## config.mk

```make
export PLATFORM = sky130hd
export DESIGN_NAME = uncached_port
export DESIGN_NICKNAME = d
export VERILOG_FILES = /design/src/verilog/cpu_mem_pkg.sv /design/src/verilog/uncached_port.sv
export SDC_FILE = /design/constraint.sdc
export NUM_CORES = 1
export LEC_CHECK = 0
export BUFFER_PORTS_ARGS = -buffer_cell sky130_fd_sc_hd__buf_2
export CAP_MARGIN = 20
export CELL_PAD_IN_SITES_DETAIL_PLACEMENT = 1
export CELL_PAD_IN_SITES_GLOBAL_PLACEMENT = 2
export CORE_ASPECT_RATIO = 1.5
export CORE_MARGIN = 2
export CORE_UTILIZATION = 22
export CTS_CLUSTER_SIZE = 10
export DETAILED_ROUTE_END_ITERATION = 12
export PLACE_DENSITY = 0.93
export SYNTH_ARGS = -nofsm -noshare
export SYNTH_HDL_FRONTEND = slang
export SYNTH_SLANG_ARGS = --single-unit
```

## constraint.sdc

```tcl
create_clock -name aclk -period 8 [get_ports aclk]
set_clock_uncertainty 0.2 [all_clocks]
set_input_delay 0.4 -clock aclk [delete_from_list [all_inputs] [get_ports aclk]]
set_output_delay 0.4 -clock aclk [all_outputs]
set_load 0.05 [all_outputs]
```

## src/verilog/cpu_mem_pkg.sv

```systemverilog
package cpu_mem_pkg;

    localparam int ADDR_W   = 32;
    localparam int DATA_W   = 32;
    localparam int STRB_W   = DATA_W / 8;
    localparam int AXI_ID_W = 4;

    // refills and data accesses are told apart by id
    localparam logic [AXI_ID_W-1:0] INST_ID = 4'd0;
    localparam logic [AXI_ID_W-1:0] DATA_ID = 4'd1;

    localparam logic [1:0] BURST_INCR = 2'b01;
    localparam logic [2:0] SIZE_WORD  = 3'b010;

    // len is beats minus one, as on AXI
    typedef struct packed {
        logic [ADDR_W-1:0] addr;
        logic [7:0]        len;
    } rd_req_t;

    typedef struct packed {
        logic [ADDR_W-1:0] addr;
        logic [DATA_W-1:0] data;
        logic [STRB_W-1:0] strb;
    } wr_req_t;

    typedef struct packed {
        logic [AXI_ID_W-1:0] id;
        logic [ADDR_W-1:0]   addr;
        logic [7:0]          len;
        logic [2:0]          size;
        logic [1:0]          burst;
    } axi_ar_t;

    typedef struct packed {
        logic [AXI_ID_W-1:0] id;
        logic [DATA_W-1:0]   data;
        logic [1:0]          resp;
        logic                last;
    } axi_r_t;

    typedef struct packed {
        logic [AXI_ID_W-1:0] id;
        logic [ADDR_W-1:0]   addr;
        logic [7:0]          len;
        logic [2:0]          size;
        logic [1:0]          burst;
    } axi_aw_t;

    typedef struct packed {
        logic [AXI_ID_W-1:0] id;
        logic [DATA_W-1:0]   data;
        logic [STRB_W-1:0]   strb;
        logic                last;
    } axi_w_t;

    typedef struct packed {
        logic [AXI_ID_W-1:0] id;
        logic [1:0]          resp;
    } axi_b_t;

endpackage
```

## src/verilog/uncached_port.sv

```systemverilog
`timescale 1ns/10ps

module uncached_port import cpu_mem_pkg::*; (
    input  logic              aclk,
    input  logic              rst_n,

    input  logic              data_req,
    input  logic              data_wr,
    input  logic [STRB_W-1:0] data_wstrb,
    input  logic [ADDR_W-1:0] data_addr,
    input  logic [DATA_W-1:0] data_wdata,
    output logic              data_addr_ok,
    output logic              data_data_ok,
    output logic [DATA_W-1:0] data_rdata,

    output logic              rd_req,
    output rd_req_t           rd,
    input  logic              rd_rdy,
    input  logic              ret_valid,
    input  logic              ret_last,
    input  logic [DATA_W-1:0] ret_data,

    output logic              wr_req,
    output wr_req_t           wr,
    input  logic              wr_rdy
);

    typedef enum logic [1:0] {
        S_IDLE,
        S_RD,
        S_RET,
        S_WR
    } state_t;

    state_t  state;
    wr_req_t acc;

    // one access in flight
    assign data_addr_ok = (state == S_IDLE);

    assign rd_req = (state == S_RD);
    assign rd     = '{addr: acc.addr, len: 8'd0};
    assign wr_req = (state == S_WR);
    assign wr     = acc;

    // stores finish on the write response
    assign data_data_ok = ((state == S_RET) && ret_valid) || ((state == S_WR) && wr_rdy);
    assign data_rdata   = ret_data;

    always_ff @(posedge aclk) begin
        if (!rst_n) begin
            state <= S_IDLE;
        end else begin
            case (state)
                S_IDLE: begin
                    if (data_req) begin
                        state <= data_wr ? S_WR : S_RD;
                    end
                end
                S_RD: begin
                    if (rd_rdy) begin
                        state <= S_RET;
                    end
                end
                S_RET: begin
                    if (ret_valid && ret_last) begin
                        state <= S_IDLE;
                    end
                end
                S_WR: begin
                    if (wr_rdy) begin
                        state <= S_IDLE;
                    end
                end
                default: state <= S_IDLE;
            endcase
        end
    end

    always_ff @(posedge aclk) begin
        if (data_req && data_addr_ok) begin
            acc <= '{addr: data_addr, data: data_wdata, strb: data_wstrb};
        end
    end

    // the bridge must return single beats for this port
    assert property (@(posedge aclk) disable iff (!rst_n)
        ((state == S_RET) && ret_valid) |-> ret_last);

endmodule

```

==> results.toml <==
[cts]
post_cts_resized = 0
tritoncts = "built"
hold_buffers = 0
clk_path_buf_depth = 2
cts.repair_timing.setup_buffer_count = 0
clk_root_buffer_cell = "clkbuf_16"
tritoncts.num_buffers = 9
ctsHtreeMaxLevel = 3
clkSlewWorstSetupHoldPaths_ns = 0.06
worst_skew_pair.late_latency_ns = 0.32
cts.sinks = 70

[timing]
worst_slew_pin_slew_ns = 0.8474
final-hold-violation-count = 0
drv_slew = 0
timing.final.ws_setup_ns = 6.033
slew_headroom_pct = 43.51
setup_viol = 0
grt_setup_unrepaired = "no"
final_min_period_over_clock_period_pct = 24.59
finalCriticalPeriod_ns = 1.967
f_max_mhz = 508.4
totalNegativeSetupSlack_ns = 0

[route]
antenna_violating_nets_post_route = 0
total_detailed_routing_wirelength_um = 6624
detailedRoute.firstIterationViolations = 34
detail_route.wl_per_cell_um = 14.89
drcViolationCount = 0
via_count = 1651
drt-vias-per-instance = 3.710
drt-pass1-iter-count = 4

[floorplanning]
total_die_area_sq_mm = 0.01336
core_area_sq_mm = 0.01208
die_y_um = 140.6
floorplan.io_pins = 252
floorplan.initialDensity_pct = 22.65
num_rows = 49
chip_width_um = 95.04

[grt]
grt_usage_pct = 9.486
antenna_found_initial = 0
first_pass_grt_wire_length_um = 9052
grt.overflow.total = 0
largest_net_degree_at_the_start_of_global_routing = 69
grt_pass1_vias = 1665

[setup_path]
worstSetupEndpointType = "primary output"
cpPeakStageDelay_ns = 0.44
required_ns = 7.40
worstSetupStartpointType = "flop"
worst_path_max_delay_cell = "dfxtp_1"
critical_path_arrival_ns = 1.37
reg2reg_setup_slack_ns = 6.08
worstSetupPathType = "reg2out"
path_cells = "and2b_1 -> o21a_1 -> buf_2"
timing.critical_path.fanout_max = 9

[yosys]
synth.avg_cell_area_sq_um = 16.99
yosys_warnings = 0
yosysSeqAreaShare_pct = 76.12
syn-instance-count = 161
synth_cell_type_count = 16
netlist_top_cells_area = "edfxtp_1 75%, buf_4 20%, dfxtp_1 1.5%, and2_1 0.69%, o21a_1 0.55%"
synth_area_sq_mm = 0.002735
synth_top_area_share_pct = 74.66
synth_seq_cells = 70
synth_top_area_cell = "edfxtp_1"

[placement]
buffer_ports.inserted = 179
dp_slack_ns = 6.056
place_congestion = 0.6519
place_area_sq_mm = 0.003317
detailedPlacementHpwl_um = 5327

[run]
drv_cap = 0

[final_layout]
antenna-diode-count = 0
final_cell_area_sq_mm = 0.003616
utilization_pct = 29.94
fin_nets = 395
areaGrowthSynthToFinish_pct = 32.21
fraction_of_layout_instances_using_a_drive_strength_above_1_pct = 67.12

[power_and_ir_drop]
power_leakage_nw = 1.588
peakVddDrop_mv = 0.08829
post-layout-total-power_mw = 1.072
power.density_cell_area_mw_per_mm2 = 296.5

[outcome]
outcome = "completed"

[hold_path]
worstHoldPathType = "in2reg"
-- worst max-delay path: cells and delay by family (launching register included) --
kind / cells / cell delay [ns]
flip-flops: 1 / 0.44
AND/OR/NAND/NOR: 1 / 0.21
buffers and inverters: 1 / 0.21
AO/OA/AOI/OAI: 1 / 0.18
-- sequential cells by signal (all words and copies together), names as in the netlist --
| register | cells |
|---|---|
| wr | 36 |
| state | 2 |
| rd | 32 |
-- where the power goes --
group	internal, mW	leakage [nW]	switching (mW)
Combinational	0.0429	0.789	0.187
Clock	0.243	0.136	0.148
Sequential	0.440	0.663	0.0113
Total	0.726	1.59	0.346
-- cell usage after synthesis --
| cell | n |
|---|---|
| buf_4 | 72 |
| edfxtp_1 | 68 |
| and2_1 | 3 |
| a21oi_1 | 2 |
| dfxtp_1 | 2 |
| nand2b_1 | 2 |
| nor2b_1 | 2 |
| o21a_1 | 2 |
| and2b_1 | 1 |
| and3_1 | 1 |
| and3b_1 | 1 |
| conb_1 | 1 |
| inv_1 | 1 |
| nor2_1 | 1 |
| o21ai_0 | 1 |
| o21ai_1 | 1 |
-- kinds of logic (layout without fill, tap and decap cells) --
group | count (synthesis) | after routing | synth area share, %
flops | 70 | 70 | 76.12
simple gates | 11 | 11 | 2.562
compound gates | 6 | 6 | 1.280
buf+inv | 73 | 197 | 19.90
other cells | 1 | 8 | 0.1371
-- cell type report --
cell class | instances | area (sq um)
multi-input cells | 25 | 136.4
fillers | 1349 | 8462
flip-flops and latches | 70 | 2082
well taps | 153 | 191.4
clock inverters | 6 | 70.07
clock buffers | 10 | 229.0
repair buffers | 180 | 903.4
inverters | 1 | 3.754
-- final timing paths --
check                 end          start  depth (start not counted)
min                rd[23]  data_addr[15]                          1
max reg2reg        wr[31]       state[1]                          3
min reg2reg      state[1]       state[1]                          2
max          data_data_ok       state[0]                          3
-- metal layers --
metal	routed length (um)	part of all wire, %	global-route usage [%]	up-vias
met4	194	2.9	5.797	0
li1	-	-	-	734
met2	3556	54	17.47	135
met1	1891	29	7.761	757
met3	982	15	4.572	25
met5	0	0	0	-
-- cell usage in the layout, fill, tap and decap left out, types with 2 or more instances in the layout --
master      netlist  routed
buf_2             0     179
a21oi_1           2       2
edfxtp_1         68      68
dfxtp_1           2       2
clkinvlp_4        0       3
conb_1            1       8
and2_1            3       2
o21a_1            2       2
clkbuf_16         0       9
nand2b_1          2       2
inv_6             0       2
nor2b_1           2       2
-- metrics by stage --
step	cells	hold slack, ns
2_1_floorplan	168	0.2989
3_3_place_gp	429	0.3776
3_5_place_dp	429	0.3783
4_1_cts	445	0.03385
5_1_grt	445	0.03337
6_report	445	0.05031
Note: power is estimated with default switching activity, not from simulation.
