$ cat src/verilog/cpu_mem_pkg.sv
package cpu_mem_pkg;

    localparam int ADDR_W   = 32;
    localparam int DATA_W   = 32;
    localparam int STRB_W   = DATA_W / 8;
    localparam int AXI_ID_W = 4;

    // refills and data accesses are told apart by id
    localparam logic [AXI_ID_W-1:0] INST_ID = 4'd0;
    localparam logic [AXI_ID_W-1:0] DATA_ID = 4'd1;

    localparam logic [1:0] BURST_INCR = 2'b01;
    localparam logic [2:0] SIZE_WORD  = 3'b010;

    // len is beats minus one, as on AXI
    typedef struct packed {
        logic [ADDR_W-1:0] addr;
        logic [7:0]        len;
    } rd_req_t;

    typedef struct packed {
        logic [ADDR_W-1:0] addr;
        logic [DATA_W-1:0] data;
        logic [STRB_W-1:0] strb;
    } wr_req_t;

    typedef struct packed {
        logic [AXI_ID_W-1:0] id;
        logic [ADDR_W-1:0]   addr;
        logic [7:0]          len;
        logic [2:0]          size;
        logic [1:0]          burst;
    } axi_ar_t;

    typedef struct packed {
        logic [AXI_ID_W-1:0] id;
        logic [DATA_W-1:0]   data;
        logic [1:0]          resp;
        logic                last;
    } axi_r_t;

    typedef struct packed {
        logic [AXI_ID_W-1:0] id;
        logic [ADDR_W-1:0]   addr;
        logic [7:0]          len;
        logic [2:0]          size;
        logic [1:0]          burst;
    } axi_aw_t;

    typedef struct packed {
        logic [AXI_ID_W-1:0] id;
        logic [DATA_W-1:0]   data;
        logic [STRB_W-1:0]   strb;
        logic                last;
    } axi_w_t;

    typedef struct packed {
        logic [AXI_ID_W-1:0] id;
        logic [1:0]          resp;
    } axi_b_t;

endpackage
$ cat src/verilog/axi_bridge.sv
`timescale 1ns/10ps

module axi_bridge import cpu_mem_pkg::*; (
    input  logic              aclk,
    input  logic              rst_n,

    input  logic              i_rd_req,
    input  rd_req_t           i_rd,
    output logic              i_rd_rdy,
    output logic              i_ret_valid,
    output logic              i_ret_last,
    output logic [DATA_W-1:0] i_ret_data,

    input  logic              d_rd_req,
    input  rd_req_t           d_rd,
    output logic              d_rd_rdy,
    output logic              d_ret_valid,
    output logic              d_ret_last,
    output logic [DATA_W-1:0] d_ret_data,
    input  logic              d_wr_req,
    input  wr_req_t           d_wr,
    output logic              d_wr_rdy,

    output axi_ar_t           ar,
    output logic              arvalid,
    input  logic              arready,
    input  axi_r_t            r,
    input  logic              rvalid,
    output logic              rready,
    output axi_aw_t           aw,
    output logic              awvalid,
    input  logic              awready,
    output axi_w_t            w,
    output logic              wvalid,
    input  logic              wready,
    input  axi_b_t            b,
    input  logic              bvalid,
    output logic              bready
);

    typedef enum logic [1:0] {
        R_IDLE,
        R_ADDR,
        R_DATA
    } rd_state_t;

    typedef enum logic [1:0] {
        W_IDLE,
        W_ADDR,
        W_RESP
    } wr_state_t;

    rd_state_t rd_state;
    wr_state_t wr_state;
    rd_req_t   sel_rd;
    logic      aw_pend;
    logic      w_pend;

    // data reads take priority over refills
    assign sel_rd = d_rd_req ? d_rd : i_rd;

    assign d_rd_rdy = (rd_state == R_ADDR) && arready && (ar.id == DATA_ID);
    assign i_rd_rdy = (rd_state == R_ADDR) && arready && (ar.id == INST_ID);

    assign rready      = (rd_state == R_DATA);
    assign d_ret_valid = rvalid && rready && (r.id == DATA_ID);
    assign i_ret_valid = rvalid && rready && (r.id == INST_ID);
    assign d_ret_last  = r.last;
    assign i_ret_last  = r.last;
    assign d_ret_data  = r.data;
    assign i_ret_data  = r.data;

    always_ff @(posedge aclk) begin
        if (!rst_n) begin
            rd_state <= R_IDLE;
            arvalid  <= 1'b0;
        end else begin
            case (rd_state)
                R_IDLE: begin
                    if (d_rd_req || i_rd_req) begin
                        arvalid  <= 1'b1;
                        rd_state <= R_ADDR;
                    end
                end
                R_ADDR: begin
                    if (arready) begin
                        arvalid  <= 1'b0;
                        rd_state <= R_DATA;
                    end
                end
                R_DATA: begin
                    if (rvalid && r.last) begin
                        rd_state <= R_IDLE;
                    end
                end
                default: rd_state <= R_IDLE;
            endcase
        end
    end

    // payload loads only while idle, so it holds through the handshake
    always_ff @(posedge aclk) begin
        if (rd_state == R_IDLE) begin
            ar <= '{id:    d_rd_req ? DATA_ID : INST_ID,
                    addr:  sel_rd.addr,
                    len:   sel_rd.len,
                    size:  SIZE_WORD,
                    burst: BURST_INCR};
        end
    end

    // aw and w are accepted independently
    assign aw_pend = awvalid && !awready;
    assign w_pend  = wvalid && !wready;

    assign bready   = (wr_state == W_RESP);
    assign d_wr_rdy = bready && bvalid;

    always_ff @(posedge aclk) begin
        if (!rst_n) begin
            wr_state <= W_IDLE;
            awvalid  <= 1'b0;
            wvalid   <= 1'b0;
        end else begin
            case (wr_state)
                W_IDLE: begin
                    if (d_wr_req) begin
                        awvalid  <= 1'b1;
                        wvalid   <= 1'b1;
                        wr_state <= W_ADDR;
                    end
                end
                W_ADDR: begin
                    awvalid <= aw_pend;
                    wvalid  <= w_pend;
                    if (!aw_pend && !w_pend) begin
                        wr_state <= W_RESP;
                    end
                end
                W_RESP: begin
                    if (bvalid) begin
                        wr_state <= W_IDLE;
                    end
                end
                default: wr_state <= W_IDLE;
            endcase
        end
    end

    always_ff @(posedge aclk) begin
        if (wr_state == W_IDLE) begin
            aw <= '{id: DATA_ID, addr: d_wr.addr, len: 8'd0, size: SIZE_WORD, burst: BURST_INCR};
            w  <= '{id: DATA_ID, data: d_wr.data, strb: d_wr.strb, last: 1'b1};
        end
    end

    assert property (@(posedge aclk) disable iff (!rst_n)
        rvalid |-> (rd_state == R_DATA) && (r.id == ar.id));

    assert property (@(posedge aclk) disable iff (!rst_n)
        bvalid |-> (wr_state == W_RESP) && (b.id == aw.id));

    assert property (@(posedge aclk) disable iff (!rst_n)
        (arvalid && !arready) |=> arvalid && $stable(ar));

    assert property (@(posedge aclk) disable iff (!rst_n)
        (aw_pend || w_pend) |=> $stable(aw) && $stable(w));

endmodule

$ cat config.mk
export PLATFORM = sky130hd
export DESIGN_NAME = axi_bridge
export DESIGN_NICKNAME = d
export VERILOG_FILES = /design/src/verilog/cpu_mem_pkg.sv /design/src/verilog/axi_bridge.sv
export SDC_FILE = /design/constraint.sdc
export NUM_CORES = 1
export LEC_CHECK = 0
export ABC_CLOCK_PERIOD_IN_PS = 10150
export CAP_MARGIN = 20
export CORE_AREA = 4 4 160 162
export CTS_CLUSTER_DIAMETER = 60
export DETAILED_ROUTE_END_ITERATION = 16
export DIE_AREA = 0 0 164 166
export DONT_BUFFER_PORTS = 1
export GPL_ROUTABILITY_DRIVEN = 0
export SLEW_MARGIN = 20
export SYNTH_ARGS = -nofsm -noshare
export SYNTH_HDL_FRONTEND = slang
export SYNTH_SLANG_ARGS = --single-unit
$ cat constraint.sdc
create_clock -name aclk -period 10.15 [get_ports aclk]
set_clock_uncertainty 0.2 [all_clocks]
set_input_delay 2.5375 -clock aclk [delete_from_list [all_inputs] [get_ports aclk]]
set_output_delay 2.5375 -clock aclk [all_outputs]
set_load 0.02 [all_outputs]
==> flow_metrics.tcl <==
set metrics [dict create \
    status "finished clean" \
    grt_first_pass_wirelength_um 20000 \
    start_util 0.208 \
    drt-met1-wl_um 4620 \
    synth_cell_types 25 \
    critPathLaunchType "input port" \
    drive_above_1_share 0.301 \
    root_buffer "clkbuf_16" \
    min_path_type "flip-flop to flip-flop" \
    peakVddDrop_uv 83.4 \
    clockBufferDepth 2 \
    p_per_area_nw_per_um2 250 \
    ctsResizeCount 0 \
    grt_pass1_vias 2241 \
    timing.rr.start "wr_state[0]" \
    tightest_slew_ns 0.843 \
    grtUsageTotal 0.109 \
    cts_made_buffers 17 \
    setup_tns_ns 0 \
    num-fill-cells 2582 \
    antenna_found_initial 3 \
    rows 57 \
    wire_per_inst_um 27.3 \
    slew_headroom 0.438 \
    path_clk_slew_ns 0.06 \
    rsz0062_at_grt "no" \
    cts_num_sinks 116 \
    viasPerCell 3.66 \
    finalHoldViolCount 0 \
    arrival_ns 3.47 \
    clkLatencyLatePin_ns 0.40 \
    grt_overflow 0 \
    die_area_um2 27200 \
    route.met2.wl_um 8600 \
    startpoint "r[36]" \
    critPathRequiredTime_ns 7.41 \
    core_um2 24100 \
    postCtsHoldBufs 0 \
    synth-async-reset-ratio 0 \
    timing.final.crit_share 0.611 \
    fmaxAchievable_ghz 0.161 \
    finalSetupViolCount 0 \
    portBuffers 0 \
    reg2reg_slack_ns 8.39 \
    num-nets-final 449 \
    syn_area_um2 5020 \
    drc_errors 0 \
    drt-total-wl_um 15900 \
    die_x_um 164 \
    setup_ws_ns 3.95 \
    synth-seq-area-share 0.679 \
    yosys.area.top_type "edfxtp_1" \
    area_growth_pct 6.32 \
    ys_ff_latch 116 \
    ant_nets 0 \
    hp-start "wr_state[0]" \
    pre_cts_ws_ns 3.90 \
    netlist.area_leader.share 0.651 \
    slew_violations 0 \
    synth.avg_cell_area_um2 16.9 \
    hold_ws_ns 0.344 \
    crit_fanout 2 \
    synth-edff-count 109 \
    endpoint_kind "output port" \
    worst-setup-path-type "input port to output port" \
    ios 418 \
    cts_setup_buffers 0 \
    p_leak_nw 1.95 \
    period_needed_ns 6.20 \
    yosys_warnings 0 \
    drt-pass1-iter-count 4 \
    syn_inst 298 \
    wl_met3_um 2250 \
    cts_tree "built" \
    vias 2141 \
    grt_max_degree 69 \
    drtIter0Drc 107 \
    synthFlopType "edfxtp_1" \
    die_h_um 166 \
    dpl.hpwl_um 12900 \
    cts_htree_levels 4 \
    maxCapViolations 0 \
    synth.top_cells.by_area "edfxtp_1 (65%), buf_4 (14%), mux2_4 (12%)" \
    routed.top_layer "met4" \
]
## worst paths after layout
| kind | end | cells after the start |
|---|---|---|
| max reg2reg | w[25] | 2 |
| min reg2reg | wr_state[0] | 1 |
| max | i_ret_valid | 3 |
| min | wr_state[0] | 1 |
## layer usage
| metal | up-vias | track usage |
|---|---|---|
| met5 | - | 0 |
| met4 | 0 | 0.0580 |
| met3 | 36 | 0.0690 |
| met2 | 242 | 0.200 |
| met1 | 1008 | 0.0854 |
| li1 | 855 | - |
## through the flow
| stage | instance area (um^2) | std cells | power, mW | utilization |
|---|---|---|---|---|
| global placement | 4790 | 551 | 0.794 | 0.199 |
| floorplan | 5130 | 326 | 0.811 | - |
| CTS | 5340 | 583 | 1.37 | 0.221 |
| finish | 5340 | 585 | 1.34 | 0.222 |
| global route | 5340 | 585 | 1.39 | 0.222 |
| detailed placement | 4790 | 551 | 0.798 | 0.199 |
## cells in the final DEF, fill, tap and decap left out, drive strengths merged, types with 2 or more instances in the layout
cell type and n:
a21oi 2, buf 2, clkinv 6, diode 2
conb 30, nand2 2, clkbuf 17, inv 11
a211oi 2, and2 2, mux2 40, nor3 2
edfxtp 109, o21ai 4, nor2b 4, clkinvlp 2
dfxtp 7, nor2 7
## synthesized netlist by cell type (all sizes together) (2+ instances only)
library cell and number:
nor2 7, buf 101, nor2b 4, edfxtp 109, conb 2, mux2 40, a21oi 2, a211oi 2
dfxtp 7, and2 2, nand2 2, inv 4, o21ai 4, nor3 2
## sequential cells by signal, indices dropped and copies added, names as in the netlist
name / cells
w: 36
awvalid: 1
wvalid: 1
wr_state: 2
arvalid: 1
rd_state: 2
aw: 32
ar: 41
## worst max-delay path: stages
cell     delay (ns)
nor4b_1        0.36
nand2_1        0.09
nor2_1         0.48
## cell type report
class | instances | area (um^2) | share of cell area
inverters | 4 | 15.0 | 0.00281
well taps | 324 | 405 | 0.0759
diodes | 2 | 5.00 | 0.000937
multi-input cells | 105 | 940 | 0.176
repair buffers | 2 | 15.0 | 0.00281
clock buffers | 17 | 425 | 0.0796
flip-flops and latches | 116 | 3410 | 0.639
clock inverters | 15 | 124 | 0.0232
## power by group
part / internal (mW) / switching (mW)
clock: 0.318 / 0.237
combinational: 0.0252 / 0.0465
sequential: 0.603 / 0.106
## cells by family (layout without fill, tap and decap cells)
family,Yosys count,count (layout),synth area share
AND/OR/NAND/NOR,22,22,0.0249
buffers and inverters,105,38,0.158
multiplexers,40,40,0.120
flip-flops,116,116,0.679
AO/OA/AOI/OAI,13,13,0.0172
other,2,32,0.00149
(Power assumes the default switching activity.)
